===== src/mmsaPkg.sv =====
package mmsaPkg;

    // ----------------------------------------------------------
    // Data widths
    // ----------------------------------------------------------
    localparam int ElemWidth = 16;
    localparam int AccWidth  = 40;
    localparam int LenWidth  = 6;

    // Counter widths that follow from the data widths
    localparam int BitCntWidth    = $clog2(ElemWidth);
    localparam int LenBitIdxWidth = $clog2(LenWidth);

    typedef logic signed [ElemWidth-1:0] elem_t;
    typedef logic signed [AccWidth-1:0]  acc_t;
    typedef logic        [LenWidth-1:0]  len_t;

    // Controller phases
    typedef enum logic [2:0] {
        IDLE,
        LOAD,
        WAIT_REQ,
        REQ,
        COMPUTE,
        OUTPUT
    } ctrlState_t;

endpackage

===== src/mmsaCtrl.sv =====
`timescale 1ns/1ps

module mmsaCtrl
    import mmsaPkg::*;
#(
    parameter int ArrayDim  = 4,
    parameter int BankDepth = 4
) (
    input  logic                                        clk,
    input  logic                                        rst_n,
    input  logic                                        i_inValid,
    input  logic                                        i_inValid2,
    input  logic                                        i_iMatIdx,
    input  logic                                        i_wMatIdx,
    input  logic                                        i_serDone,
    output logic [((BankDepth > 1) ? $clog2(BankDepth) : 1)-1:0] o_iSel,
    output logic [((BankDepth > 1) ? $clog2(BankDepth) : 1)-1:0] o_wSel,
    output logic                                        o_computeStart
);

    localparam int IdxWidth      = (BankDepth > 1) ? $clog2(BankDepth) : 1;
    // Start strobe to first serial bit, in cycles
    localparam int ComputeCycles = 3 * ArrayDim;
    localparam int CmpCntWidth   = $clog2(ComputeCycles + 1);

    ctrlState_t             state;
    ctrlState_t             nextState;
    logic [CmpCntWidth-1:0] cmpCnt;
    logic                   idxShift;

    always_comb begin
        nextState = state;
        case (state)
            IDLE: begin
                if (i_inValid) begin
                    nextState = LOAD;
                end else if (i_inValid2) begin
                    nextState = REQ;
                end
            end
            LOAD:     nextState = i_inValid ? LOAD : WAIT_REQ;
            WAIT_REQ: nextState = i_inValid2 ? REQ : WAIT_REQ;
            REQ:      nextState = i_inValid2 ? REQ : COMPUTE;
            COMPUTE:  nextState = (cmpCnt == CmpCntWidth'(ComputeCycles)) ? OUTPUT : COMPUTE;
            OUTPUT:   nextState = i_serDone ? IDLE : OUTPUT;
            default:  nextState = IDLE;
        endcase
    end

    always_ff @(posedge clk or negedge rst_n) begin
        if (!rst_n) begin
            state <= IDLE;
        end else begin
            state <= nextState;
        end
    end

    always_ff @(posedge clk or negedge rst_n) begin
        if (!rst_n) begin
            cmpCnt         <= '0;
            o_computeStart <= 1'b0;
        end else begin
            cmpCnt         <= (state == COMPUTE) ? cmpCnt + 1'b1 : '0;
            o_computeStart <= (state == REQ) && !i_inValid2;
        end
    end

    // ----------------------------------------------------------
    // Index capture, MSB first
    // ----------------------------------------------------------
    assign idxShift = i_inValid2 && (state inside {IDLE, WAIT_REQ, REQ});

    always_ff @(posedge clk or negedge rst_n) begin
        if (!rst_n) begin
            o_iSel <= '0;
            o_wSel <= '0;
        end else if (idxShift) begin
            o_iSel <= IdxWidth'({o_iSel, i_iMatIdx});
            o_wSel <= IdxWidth'({o_wSel, i_wMatIdx});
        end
    end

    // A new request may not overlap a running one
    assert property (@(posedge clk) disable iff (!rst_n)
        $rose(i_inValid2) |-> !(state inside {COMPUTE, OUTPUT}));

endmodule


===== config.mk =====
export PLATFORM = sky130hd
export DESIGN_NAME = mmsaCtrl
export DESIGN_NICKNAME = d
export VERILOG_FILES = /design/src/mmsaPkg.sv /design/src/mmsaCtrl.sv
export SDC_FILE = /design/constraint.sdc
export NUM_CORES = 1
export LEC_CHECK = 0
export BUFFER_PORTS_ARGS = -buffer_cell sky130_fd_sc_hd__clkbuf_2
export CAP_MARGIN = 20
export CORE_AREA = 10 10 47 49
export CTS_CLUSTER_SIZE = 14
export DETAILED_ROUTE_END_ITERATION = 10
export DIE_AREA = 0 0 57 59
export GPL_ROUTABILITY_DRIVEN = 1
export GPL_TIMING_DRIVEN = 0
export HOLD_SLACK_MARGIN = 0.12
export PLACE_DENSITY_LB_ADDON = 0.12
export SLEW_MARGIN = 15
export SYNTH_ARGS = -nofsm -noshare
export SYNTH_HDL_FRONTEND = slang
export SYNTH_SLANG_ARGS = --single-unit

===== constraint.sdc =====
create_clock -name clk -period 2 [get_ports clk]
set_input_delay 0.4 -clock clk [delete_from_list [all_inputs] [get_ports clk]]
set_output_delay 0.4 -clock clk [all_outputs]
set_load 0.01 [all_outputs]

Word level (Yosys, flattened, before mapping)
Index checks and enable logic that the tools add are counted.
Operators by class
  $add $sub $neg: 1
  equality and inequality tests: 7
  mux-type cells: 9
  reduce and logical (&&, ||, !) cells: 5
Operator list (number)
  3-bit case mux with 6 select lines: 1
  3-bit 2-to-1 mux: 4
  3-bit by 2-bit equality test with 1-bit output (second input constant): 2
  3-bit equality test (second input constant): 2
  4-bit by 1-bit adder with 4-bit output (second input constant): 1
  4-bit equality test (second input constant): 1
  4-bit 2-to-1 mux: 1
  3-bit by 1-bit equality test with 1-bit output (second input constant): 1
  3-bit zero test: 1
  3-bit inequality test (second input constant): 1
  3-bit nonzero test: 1
  1-bit logical AND: 2
  1-bit 2-to-1 mux: 2
  2-bit 2-to-1 mux: 1
  1-bit zero test: 1
Word-level totals
  flip-flop bits (word level): 12
  input bits: 7
  word-level logic and storage cells: 27

Logic depth before layout (Yosys ltp)
  word-level depth: 3
  mapped depth: 5
  gate-level depth less buffers: 5

Worst setup path before layout
OpenSTA, ideal clock, no wires.
  kind: reg-to-reg
  start: register state[0]
  end: register o_iSel[0] (netlist bit)
  library setup time: 0.125 ns
  arrival: 1.135 ns
  path slack: 0.741 ns
  cell stages (with the launch flop): 4
  period minus slack after synthesis: 1.259 ns
  cell sequence: dfrtp_1 nor2b_4 nor3b_4 mux2_2
Between the ends
  longest elaborated chain between the ends: 3
Ends and longest elaborated chain
  start: declaration: line mmsaCtrl.sv:26  | ctrlState_t state;
  start signal: assignment: line mmsaCtrl.sv:54  | state <= nextState;
  3-bit by 2-bit equality test with 1-bit output / 3-bit zero test (equally long branches): line mmsaCtrl.sv:71  | assign idxShift = i_inValid2 && (state inside {IDLE, WAIT_REQ, REQ});
  3-bit nonzero test *: line mmsaCtrl.sv:71
  1-bit logical AND *: line mmsaCtrl.sv:71
  end signal: assignment: line mmsaCtrl.sv:78  | o_iSel <= IdxWidth'({o_iSel, i_iMatIdx});
  end: declaration: line mmsaCtrl.sv:16  | output logic [((BankDepth > 1) ? $clog2(BankDepth) : 1)-1:0] o_iSel,
Every way passes the cells marked *; elsewhere a longest branch is shown, timed or not.
A chain may end at the register's enable or synchronous reset.

Final worst setup path
  start: register state[0]
  end: register o_iSel[1] (netlist bit)
The elaborated chain is that of the path after synthesis.

==> summary.json <==
{
  "run_status": {"value": "finished clean"},
  "hold_viol_final": {"value": 0},
  "firstDrtPassIters": {"value": 1},
  "clkSlewWorstSetupHoldPaths": {"value": 0.07, "unit": "ns"},
  "syn_avg_cell_area": {"value": 12.3, "unit": "um2"},
  "numnets_final": {"value": 70},
  "cp_num_cells": {"value": 3},
  "synth_largest_area_cell": {"value": "sky130_fd_sc_hd__dfrtp_1"},
  "root_buffer": {"value": "sky130_fd_sc_hd__clkbuf_4"},
  "use_met1": {"value": 7.21, "unit": "%"},
  "h-tree-depth": {"value": 1},
  "post_synth_inst_count": {"value": 44},
  "synthMostInstantiatedCell": {"value": "sky130_fd_sc_hd__dfrtp_1"},
  "detailed_place_hpwl": {"value": 736, "unit": "um"},
  "syn2layout_area_growth": {"value": 19.9, "unit": "%"},
  "postSynth.asyncResetShare": {"value": 100, "unit": "%"},
  "dp_slack": {"value": 0.624, "unit": "ns"},
  "hold_path_depth": {"value": 2},
  "power_per_cell_area": {"value": 1300, "unit": "mW/mm2"},
  "setup-tns-final": {"value": 0, "unit": "ns"},
  "gp_congestion": {"value": 0.705},
  "vdd_drop_max": {"value": 0.477, "unit": "mV"},
  "finalWorstSetupSlack": {"value": 0.632, "unit": "ns"},
  "drc_errors": {"value": 0},
  "starting_density_of_the_core": {"value": 38.7, "unit": "%"},
  "timing.critical_path.buf_inv": {"value": 0},
  "drv_cap": {"value": 0},
  "final_core_utilization": {"value": 46.3, "unit": "%"},
  "first_global_vias": {"value": 369},
  "worst-endpoint-required": {"value": 2.15, "unit": "ns"},
  "grt-ovfl-total": {"value": 0},
  "timing.critical_path.max_delay_family": {"value": "flip-flops"},
  "synth_enable_flop_cells": {"value": 0},
  "grt_start_max_net_pins": {"value": 13},
  "wire_length_of_the_first_global_routing_pass": {"value": 1710, "unit": "um"},
  "io_pins": {"value": 12},
  "hold_path_class": {"value": "input port to flop"},
  "groute.layer.met2.usage": {"value": 10.1, "unit": "%"},
  "synth_cell_types": {"value": 20},
  "clock_latency": {"value": 0.26, "unit": "ns"},
  "cts_tree": {"value": "done"},
  "synth-seq-cells": {"value": 12},
  "core_footprint": {"value": 0.00140, "unit": "mm2"},
  "timing.final.setup_violations": {"value": 0},
  "grt-busiest-layer": {"value": "met2"},
  "cts.sink_count": {"value": 12},
  "remaining_antenna_violation_count": {"value": 0},
  "crit_type": {"value": "flop to flop"},
  "rsz_0062_raised_after_global_routing": {"value": "false"},
  "cts_buffer_depth": {"value": 2},
  "r2r_cells": {"value": 3},
  "synth.net_count": {"value": 53},
  "cts_made_buffers": {"value": 3},
  "cpMaxStageDelayCell": {"value": "sky130_fd_sc_hd__dfrtp_1"},
  "fmax": {"value": 731, "unit": "MHz"},
  "die_h": {"value": 59, "unit": "um"},
  "period_share": {"value": 68.4, "unit": "%"},
  "timing.critical_path.fanout_max": {"value": 7},
  "antenna_found_initial": {"value": 0},
  "full_die_area": {"value": 0.00336, "unit": "mm2"},
  "critical_path_max_stage_delay": {"value": 0.45, "unit": "ns"},
  "worst-slew-pin-transition": {"value": 0.298, "unit": "ns"},
  "finalWirelength": {"value": 971, "unit": "um"},
  "synth_top_area_share": {"value": 55.4, "unit": "%"},
  "cts.repair.resized": {"value": 0},
  "viasPerCell": {"value": 4.80},
  "synth_seq_area_share": {"value": 55.4, "unit": "%"},
  "chipWidth": {"value": 57, "unit": "um"},
  "core.rowCount": {"value": 14},
  "detailed_place.area": {"value": 617, "unit": "um2"},
  "avgRoutedWirePerCell": {"value": 12.9, "unit": "um"},
  "place_inst": {"value": 71},
  "final_cells": {"value": 75},
  "syn_area": {"value": 542, "unit": "um2"},
  "critPathLaunchType": {"value": "flop"},
  "worst_clock_skew": {"value": 0.00220, "unit": "ns"},
  "arrival_time_worst_endpoint": {"value": 1.52, "unit": "ns"},
  "layout-drive-gt1-share": {"value": 35.6, "unit": "%"},
  "ys_warn_count": {"value": 0},
  "synth_top_cells_by_area": {"value": "sky130_fd_sc_hd__dfrtp_1, sky130_fd_sc_hd__mux2_2, sky130_fd_sc_hd__nor2_1"},
  "maxSlewViolCount": {"value": 0},
  "numPortBuffers": {"value": 11},
  "synthTopCellsByCount": {"value": "sky130_fd_sc_hd__dfrtp_1, sky130_fd_sc_hd__nor2_1, sky130_fd_sc_hd__mux2_2, sky130_fd_sc_hd__inv_1"},
  "post-route-cell-area": {"value": 649, "unit": "um2"},
  "via_count": {"value": 360},
  "synth-main-ff-cell": {"value": "sky130_fd_sc_hd__dfrtp_1"},
  "path_cells": {"value": "nor2b_4 -> nor3b_4 -> mux2_2"},
  "endpoint_kind": {"value": "flop"},
  "timing.max_slew.rel_slack": {"value": 80.1, "unit": "%"},
  "insertedDiodeCount": {"value": 0},
  "grtUsageMet3": {"value": 4.29, "unit": "%"},
  "detail_route.iter0.violations": {"value": 0},
  "grt_usage": {"value": 6.42, "unit": "%"},
  "min_period": {"value": 1.37, "unit": "ns"},
  "power_leakage": {"value": 0.305, "unit": "nW"}
}
-- registers in the layout (all words and copies together), names as in the netlist --
signal and cells:
o_computeStart 1, o_wSel 2, state 3, cmpCnt 4, o_iSel 2
-- final timing paths --
path	slack [ns]	startpoint	to
worst max-delay path	0.63	state[0]$_DFFE_PN0P_	o_iSel[1]$_DFFE_PN0P_
worst min-delay path	0.36	i_iMatIdx	o_iSel[0]$_DFFE_PN0P_
min in group asynchronous	0.54	rst_n	cmpCnt[0]$_DFF_PN0_
max in group asynchronous	1.23	rst_n	o_wSel[0]$_DFFE_PN0P_
worst min register to register	0.50	cmpCnt[0]$_DFF_PN0_	cmpCnt[0]$_DFF_PN0_
worst max register to register	0.63	state[0]$_DFFE_PN0P_	o_iSel[1]$_DFFE_PN0P_
-- cell usage in the layout (no fill, tap or decap), types with 2 or more instances in the layout --
cell type | Yosys | final
sky130_fd_sc_hd__clkbuf_2 | 0 | 11
sky130_fd_sc_hd__clkbuf_4 | 0 | 3
sky130_fd_sc_hd__dfrtp_1 | 12 | 12
sky130_fd_sc_hd__ha_1 | 2 | 2
sky130_fd_sc_hd__inv_1 | 3 | 3
sky130_fd_sc_hd__mux2_2 | 4 | 4
sky130_fd_sc_hd__nand3b_1 | 2 | 2
sky130_fd_sc_hd__nor2_1 | 7 | 7
-- cell type report --
| type | instances | area (um2) |
|---|---|---|
| clock buffers | 3 | 22.5 |
| fillers | 146 | 752 |
| inverters | 3 | 11.3 |
| multi-input cells | 29 | 230 |
| flip-flops and latches | 12 | 300 |
| well taps | 16 | 20.0 |
| repair buffers | 12 | 65.1 |
-- per-layer routing --
metal | vias to the layer above | routed length (um)
li1 | 179 | -
met1 | 175 | 443
met2 | 6 | 466
met3 | 0 | 61
met4 | 0 | 0
met5 | - | 0
-- cells by family (layout without fill, tap and decap cells) --
logic type | after synthesis | count (layout) | share of synthesized area (%)
compound gates | 3 | 3 | 3.93
mux | 4 | 4 | 8.31
flops | 12 | 12 | 55.4
xor+xnor | 2 | 2 | 3.23
buf+inv | 3 | 18 | 2.08
fa+ha+maj | 2 | 2 | 4.62
simple gates | 18 | 18 | 22.4
-- power breakdown --
group | internal, mW | switching, mW | leakage [nW]
logic | 0.165 | 0.117 | 0.138
registers | 0.327 | 0.0949 | 0.153
clock network | 0.0695 | 0.0718 | 0.0138
-- per-stage QoR --
| stage | total power [mW] | hold WS (ns) |
|---|---|---|
| 5_1_grt | 0.915 | 0.352 |
| 2_1_floorplan | 0.607 | 0.104 |
| 6_report | 0.844 | 0.364 |
| 3_3_place_gp | 0.709 | 0.303 |
| 3_5_place_dp | 0.713 | 0.302 |
| 4_1_cts | 0.864 | 0.356 |
-- repair_timing --
item                      in CTS  in global routing
hold endpoints to repair      12                  0
buffers inserted               0                  0
hold buffers                   1                  0
No activity file was read; power rests on OpenSTA's default activity.
