`config.mk`:
```
export PLATFORM = sky130hd
export DESIGN_NAME = resultSerializer_flat
export DESIGN_NICKNAME = d
export VERILOG_FILES = /design/src/mmsaPkg.sv /design/src/sumIf.sv /design/src/resultSerializer.sv /design/src/flat_wrapper.sv
export SDC_FILE = /design/constraint.sdc
export NUM_CORES = 1
export LEC_CHECK = 0
export BUFFER_PORTS_ARGS = -buffer_cell sky130_fd_sc_hd__buf_2
export CORE_ASPECT_RATIO = 1.2
export CORE_MARGIN = 2
export CORE_UTILIZATION = 60
export CTS_CLUSTER_DIAMETER = 60
export DETAILED_ROUTE_END_ITERATION = 10
export GPL_ROUTABILITY_DRIVEN = 0
export PLACE_DENSITY = 0.78
export SLEW_MARGIN = 25
export SYNTH_ARGS = -nofsm -noshare
export SYNTH_HDL_FRONTEND = slang
export SYNTH_SLANG_ARGS = --single-unit
export TNS_END_PERCENT = 1
```
`constraint.sdc`:
```
create_clock -name clk -period 3.4 [get_ports clk]
set_input_delay 0.85 -clock clk [delete_from_list [all_inputs] [get_ports clk]]
set_output_delay 0.85 -clock clk [all_outputs]
set_load 0.02 [all_outputs]
```
`src/mmsaPkg.sv`:
```
package mmsaPkg;

    // ----------------------------------------------------------
    // Data widths
    // ----------------------------------------------------------
    localparam int ElemWidth = 16;
    localparam int AccWidth  = 40;
    localparam int LenWidth  = 6;

    // Counter widths that follow from the data widths
    localparam int BitCntWidth    = $clog2(ElemWidth);
    localparam int LenBitIdxWidth = $clog2(LenWidth);

    typedef logic signed [ElemWidth-1:0] elem_t;
    typedef logic signed [AccWidth-1:0]  acc_t;
    typedef logic        [LenWidth-1:0]  len_t;

    // Controller phases
    typedef enum logic [2:0] {
        IDLE,
        LOAD,
        WAIT_REQ,
        REQ,
        COMPUTE,
        OUTPUT
    } ctrlState_t;

endpackage
```
`src/sumIf.sv`:
```
`timescale 1ns/1ps

interface sumIf
    import mmsaPkg::*;
#(
    parameter int ArrayDim = 4
) ();

    logic                          sumValid;
    logic [$clog2(2*ArrayDim)-1:0] sumIdx;
    acc_t                          sumValue;
    logic                          sumLast;

    modport producer (
        output sumValid, sumIdx, sumValue, sumLast
    );

    modport consumer (
        input sumValid, sumIdx, sumValue, sumLast
    );

endinterface

```
`src/resultSerializer.sv`:
```
`timescale 1ns/1ps

module resultSerializer
    import mmsaPkg::*;
#(
    parameter int ArrayDim = 4
) (
    input  logic   clk,
    input  logic   rst_n,
    sumIf.consumer sums,
    output logic   o_outValid,
    output logic   o_outValue,
    output logic   o_serDone
);

    localparam int NumSums     = 2 * ArrayDim - 1;
    localparam int SumIdxWidth = $clog2(2 * ArrayDim);

    acc_t sumBuf [NumSums];
    len_t lenBuf [NumSums];

    logic                   sending;
    logic                   inValue;
    logic [SumIdxWidth-1:0] entry;
    len_t                   bitPos;
    len_t                   curLen;
    logic                   curBit;
    logic                   lastEntry;

    // Position of the highest set bit plus one
    function automatic len_t bitLength(input acc_t value);
        len_t len;
        len = '0;
        for (int i = 0; i < AccWidth; i++) begin
            if (value[i]) begin
                len = len_t'(i + 1);
            end
        end
        return len;
    endfunction

    always_ff @(posedge clk) begin
        if (sums.sumValid) begin
            sumBuf[sums.sumIdx] <= sums.sumValue;
            lenBuf[sums.sumIdx] <= bitLength(sums.sumValue);
        end
    end

    // ----------------------------------------------------------
    // Output walk: length field, then value bits
    // ----------------------------------------------------------
    assign curLen    = lenBuf[entry];
    assign curBit    = inValue ? sumBuf[entry][bitPos] : curLen[bitPos[LenBitIdxWidth-1:0]];
    assign lastEntry = (entry == SumIdxWidth'(NumSums - 1));

    always_ff @(posedge clk or negedge rst_n) begin
        if (!rst_n) begin
            sending <= 1'b0;
            inValue <= 1'b0;
            entry   <= '0;
            bitPos  <= '0;
        end else if (sums.sumValid && sums.sumLast) begin
            sending <= 1'b1;
            inValue <= 1'b0;
            entry   <= '0;
            bitPos  <= len_t'(LenWidth - 1);
        end else if (sending) begin
            if (bitPos != '0) begin
                bitPos <= bitPos - 1'b1;
            end else if (!inValue && curLen != '0) begin
                inValue <= 1'b1;
                bitPos  <= curLen - 1'b1;
            end else if (lastEntry) begin
                sending <= 1'b0;
            end else begin
                entry   <= entry + 1'b1;
                inValue <= 1'b0;
                bitPos  <= len_t'(LenWidth - 1);
            end
        end
    end

    assign o_outValid = sending;
    assign o_outValue = sending && curBit;
    // Zero-length entry ends right after its length field
    assign o_serDone  = sending && lastEntry && (bitPos == '0) && (inValue || curLen == '0);

    // New results must not land while a burst is going out
    assert property (@(posedge clk) disable iff (!rst_n)
        sums.sumValid |-> !o_outValid);

endmodule

```
`src/flat_wrapper.sv`:
```
// flat-port wrapper written by rule: the top's interface ports become plain ports
module resultSerializer_flat import mmsaPkg::*;
#(
    parameter int ArrayDim = 4
)
  (clk, rst_n, o_outValid, o_outValue, o_serDone, sums_sumValid, sums_sumIdx, sums_sumValue, sums_sumLast);
  sumIf #(.ArrayDim(ArrayDim)) sums_i ();
  input  logic clk;
  input  logic rst_n;
  output logic o_outValid;
  output logic o_outValue;
  output logic o_serDone;
  input wire logic [$bits(sums_i.sumValid)-1:0] sums_sumValid;
  input wire logic [$bits(sums_i.sumIdx)-1:0] sums_sumIdx;
  input wire logic [$bits(sums_i.sumValue)-1:0] sums_sumValue;
  input wire logic [$bits(sums_i.sumLast)-1:0] sums_sumLast;
  assign sums_i.sumValid = sums_sumValid;
  assign sums_i.sumIdx = sums_sumIdx;
  assign sums_i.sumValue = sums_sumValue;
  assign sums_i.sumLast = sums_sumLast;
  resultSerializer #(.ArrayDim(ArrayDim)) u_core (.clk(clk), .rst_n(rst_n), .sums(sums_i), .o_outValid(o_outValid), .o_outValue(o_outValue), .o_serDone(o_serDone));
endmodule
```
Word level (Yosys, flattened, before mapping):

Memories as Yosys holds them, arrays and structs flattened.
Index checks and enable logic that the tools add are counted.

* reduce and logical (&&, ||, !) cells: 16
* $add $sub $neg: 3
* multiplexer cells: 68
* order comparisons: 2
* eq/ne operators: 6

Operators by type and width (number)
* $mux W6: 15
* $mux W5: 16
* $mux W4: 8
* $mux W3: 9
* $mux W1: 16
* $logic_not A6 Y1: 2
* $reduce_bool A6 Y1: 2
* $sub A6 B1 Y6 const B: 2
* $lt A6 B7 Y1 const B: 1
* $bmux W1 S6: 1
* $logic_and A1 B1 Y1: 6
* $lt A3 B4 Y1 const B: 1
* $mux W2: 2
* $ne A2 B1 Y1 const B: 2
* $ne A4 B4 Y1 const B: 1
* $reduce_and A4 Y1: 1
* $add A3 B1 Y3 const B: 1
* $bmux W1 S3: 1
* $eq A3 B3 Y1 const B: 1
* $ne A3 B3 Y1 const B: 1
* $reduce_and A3 Y1: 1
* $ne A2 B2 Y1 const B: 1
* $reduce_and A2 Y1: 1
* $reduce_bool A2 Y1: 1
* 2 further kinds: 2

* memory bits (writable): 322
* input port bits: 47
* output and inout port bits: 3
* register bits after elaboration: 11
* logic and storage cells: 101
* memories kept: 2

Memories
* u_core.sumBuf: depth 7, bits a word 40, rd ports 1, clocked after Yosys merged registers in 0, wr ports 1, RTL line resultSerializer.sv:19 `acc_t sumBuf [NumSums];`
* u_core.lenBuf: depth 7, bits a word 6, rd ports 1, clocked after Yosys merged registers in 0, wr ports 1, RTL line resultSerializer.sv:20 `len_t lenBuf [NumSums];`

Depth between registers and ports, before layout:

* depth after elaboration: 41
* depth in mapped cells: 15
* gate-level depth less buffers: 11

Least setup slack after synthesis:

Ideal clock, no wire load.

* kind: input to register
* from: in sums_sumIdx[2]
* to: mem u_core.lenBuf[0][0] (netlist bit), enable pin
* data required time: 2.893 ns
* path buffers: 0
* setup time: 0.507 ns
* path slack: -1.280 ns
* arrival: 4.173 ns
* stages: 2
* cell sequence: nand2b_1 -> nor3_1

RTL lines
* start, declared: RTL line flat_wrapper.sv:14 `input wire logic [$bits(sums_i.sumIdx)-1:0] sums_sumIdx;`
* end, declared: RTL line resultSerializer.sv:20

Straight into the memory's write port.

Worst setup path after layout:

* from: reg u_core.entry[0]
* to: out o_outValue

* word-level cells in the longest chain between the ends: 5
* elaborated cells between the ends (all ways): 8
* those cells by class: mux (5); reduce/logical (1); memory (2)

Ends and longest elaborated chain
* start, declared: RTL line resultSerializer.sv:24 `logic [SumIdxWidth-1:0] entry;`
* start signal, assigned: RTL line resultSerializer.sv:76 `entry <= entry + 1'b1;`
* $mem_v2 Z7 W40 / $mem_v2 Z7 W6 (equally long branches)
* $bmux W1 S6 / $bmux W1 S3 (equally long branches): RTL line resultSerializer.sv:53 `assign curBit = inValue ? sumBuf[entry][bitPos] : curLen[bitPos[LenBitIdxWidth-1:0]];`
* $mux W1 (not written as such): RTL line resultSerializer.sv:53
* $mux W1 *: RTL line resultSerializer.sv:53
* $logic_and A1 B1 Y1 *: RTL line resultSerializer.sv:84 `assign o_outValue = sending && curBit;`
* end, declared: RTL line flat_wrapper.sv:11 `output logic o_outValue;`

Mark *: on every way between the ends. The rest lies on a longest branch, timed or not. The select of a mux whose other input is x is not followed.

==> impl_metrics.toml <==
[timing]
rsz0062_at_grt = "yes"
finalHoldViolations = 0
finalCriticalPeriod_ps = 4070
clock_skew_ps = 32.2
finalWorstSetupSlack_ps = -672
slew_headroom_pct = 48.6
clock.fmax_ghz = 0.246
maxSlewViolCount = 0
period_share_pct = 120
tightest_slew_ps = 764
final-setup-viol-count = 7

[worst_setup_path]
critPathTopFamily = "multiplexers"
arrival_ps = 3220
crit_chain = "buf_12, buf_12, mux4_2, nor2b_4, a21o_1, buf_4, mux4_2, o2111ai_4, o31ai_4, buf_6"
critPathKind = "flip-flop to primary output"
r2r_start = "u_core.entry[0]"
timing.reg2reg.setup_slack_ps = -530
cp-end-kind = "primary output"
crit_path_max_incr_delay_ps = 510
startpoint = "u_core.entry[0]"
cp_max_fo = 3
setup.worst_path.start_class = "flip-flop"
worst_path_max_delay_cell = "dfrtp_4"
crit_buf_inv = 4
cp.required_ps = 2550

[cells_and_area]
final_core_util_pct = 72.5
final_area_um2 = 16300
fin_nets = 982
multiInputGateArea_um2 = 3820
syn_to_final_growth_pct = 18.0
seq_area_um2 = 9950
layout-drive-gt1-share_pct = 29.4
fillCellCount = 1288
antenna_cells = 0

[clock_tree]
holdBufCountCts = 0
tritoncts.num_buffers = 31
clock-root-buffer = "clkbuf_16"
cts_buffer_depth = 3
cts_tree = "yes"
cts_num_sinks = 333
clk_pin_slew_worst_paths_ps = 60
clk-insertion-delay-late_ps = 580
cts-htree-levels = 1

[global_route]
grt_pass1_vias = 8551
grt_max_degree = 47
grt_pass1_wl_um = 49700
grt_overflow_total = 0
antenna_found_initial = 1
grt.total_usage_pct = 27.7

[detailed_routing]
vias = 8296
ant_nets = 0
drc_errors = 0
routedWlPerCell_um = 26.5
drtIter0Drc = 1272
first_pass_iters = 6
vias_per_cell = 6.75
finalWirelength_um = 32600

[yosys]
ys_types = 56
synthCells = 803
postSynth.asyncResetShare_pct = 3.30
synth.avg_cell_area_um2 = 17.2
yosysSeqAreaShare_pct = 71.9
syn-num-nets = 856
dominantRegCellSynth = "edfxtp_1"
synth_area_um2 = 13800
synth-edff-count = 322
yosysWarnings = 0
ys_seq_elements = 333

[floorplan]
start_util_pct = 61.4
fp.coreArea_um2 = 22500
die_area_um2 = 24300
std_cell_rows = 60
die_width_um = 143
die_h_um = 170
ios = 50

[power_and_ir_drop]
leakagePower_nw = 5.39
max-vdd-ir-drop_mv = 0.499
power_density_nw_per_um2 = 606

[place]
portBuffers = 49
hpwl_um = 19800
dpl_cell_area_um2 = 14900

[run_status]
status = "finished, violations left"
violations = "negative setup slack"

[hold_path]
hold_path.class = "input pin to asynchronous set/reset pin"

[job]
cap_violations = 0
## metrics by stage
step           std cells  setup slack, ps  power, mW  TNS (ps)  hold WS [ps]
2_1_floorplan        803            -1190       5.79    -59940           543
3_3_place_gp        1155             -229       6.38      -284           656
3_5_place_dp        1155             -289       6.44      -416           692
4_1_cts             1228             -637       9.80     -2650           140
5_1_grt             1229             -753       10.2     -4170           159
6_report            1229             -672       9.89     -3210           138
## sequential cells by signal, summed over array words and instances (netlist names)
signal	count
u_core.inValue	1
u_core.lenBuf	42
u_core.entry	3
u_core.o_outValid	1
u_core.bitPos	6
u_core.sumBuf	280
## layer usage
layer  vias to the layer above  track usage (%)  share of wire [%]
met2                       556             46.4                 51
met4                         2             10.6                4.1
met5                         -                0              0.040
met1                      4137             37.0                 37
li1                       3485                -                  -
met3                       116             4.36                8.6
## cell usage in the layout, fill, tap and decap left out, types with 3 or more instances in the layout
cell type | synthesis | routed
or4_1 | 3 | 3
ha_1 | 6 | 5
nor4_1 | 11 | 10
o31ai_1 | 8 | 7
nand2_1 | 41 | 40
clkinv_2 | 0 | 4
a21oi_1 | 32 | 31
nor2_1 | 51 | 45
nand3_1 | 8 | 5
a31oi_1 | 5 | 4
xnor2_1 | 5 | 5
clkinv_1 | 0 | 8
buf_6 | 4 | 13
mux4_2 | 60 | 60
edfxtp_1 | 322 | 322
o21ai_1 | 0 | 5
clkbuf_16 | 0 | 31
clkbuf_1 | 15 | 6
o211ai_1 | 7 | 7
inv_1 | 19 | 16
a22oi_1 | 5 | 5
mux2i_1 | 50 | 49
nand2b_1 | 6 | 6
mux2_2 | 8 | 8
nor2_4 | 0 | 5
nand4_1 | 6 | 6
buf_2 | 10 | 47
dfrtp_1 | 11 | 8
nor3_1 | 23 | 20
buf_12 | 0 | 20
o21ai_0 | 33 | 26
buf_4 | 4 | 52
a211oi_1 | 3 | 3
## cell usage after synthesis (all sizes together) (3+ instances only)
cell type / number / area, µm²
nand4: 6 / 37.5
clkbuf: 15 / 56.3
inv: 20 / 75.1
a21oi: 32 / 160
edfxtp: 322 / 9670
nor2: 51 / 191
ha: 6 / 75.1
a22oi: 5 / 37.5
nor3: 23 / 115
xnor2: 5 / 43.8
nand2: 42 / 160
or4: 3 / 22.5
o22ai: 3 / 18.8
mux2: 9 / 105
mux2i: 50 / 500
nand3: 8 / 40.0
nor2b: 3 / 18.8
o211ai: 7 / 52.6
a211oi: 3 / 22.5
dfrtp: 11 / 275
o31ai: 8 / 60.1
buf: 24 / 148
a31oi: 5 / 31.3
mux4: 60 / 1350
o21ai: 34 / 181
nand2b: 6 / 37.5
nor4: 11 / 68.8
## cells by family after synthesis
family | Yosys count | share of synthesized area, %
AO/OA/AOI/OAI | 119 | 5.58
XOR/XNOR | 6 | 0.380
adder cells (fa/ha/maj) | 6 | 0.543
buffers and inverters | 59 | 2.02
flip-flops | 333 | 71.9
multiplexers | 119 | 14.2
AND/OR/NAND/NOR | 161 | 5.39
## power by group
part / internal (mW) / switching (mW)
Clock: 1.82 / 1.43
Sequential: 4.67 / 0.154
Combinational: 0.800 / 1.01
## final cells by class
| class | instances | share of cell area (%) |
|---|---|---|
| clock inverter | 17 | 0.851 |
| clock buffer | 37 | 4.89 |
| timing repair buffer | 132 | 7.19 |
| sequential | 333 | 61.0 |
| inverter | 20 | 0.514 |
| tap | 279 | 2.14 |
| multi-input combinational | 411 | 23.4 |
## worst reg2reg max path: cells and delay by family (launching register included)
family	cells	cell delay [ps]
buf+inv	13	1420
compound gates	4	900
flops	1	510
mux	1	420
simple gates	4	410
fa+ha+maj	1	140
## repair_timing
| item | CTS | global route |
|---|---|---|
| setup endpoints to repair | 2 | 7 |
| buffers inserted | 20 | 1 |
| pin swaps | 11 | 5 |
| gates resized for setup | 46 | 10 |
| hold endpoints to repair | 0 | 0 |
## final timing paths
kind                                        end  cells past startpoint
max in group asynchronous       u_core.entry[1]                      1
hold / removal                 u_core.bitPos[5]                      1
hold reg to reg                  u_core.inValue                      2
min in group clk           u_core.sumBuf[3][27]                      1
setup / recovery                     o_outValue                     10
setup reg to reg               u_core.bitPos[2]                     23
No activity file was read; power rests on OpenSTA's default activity.
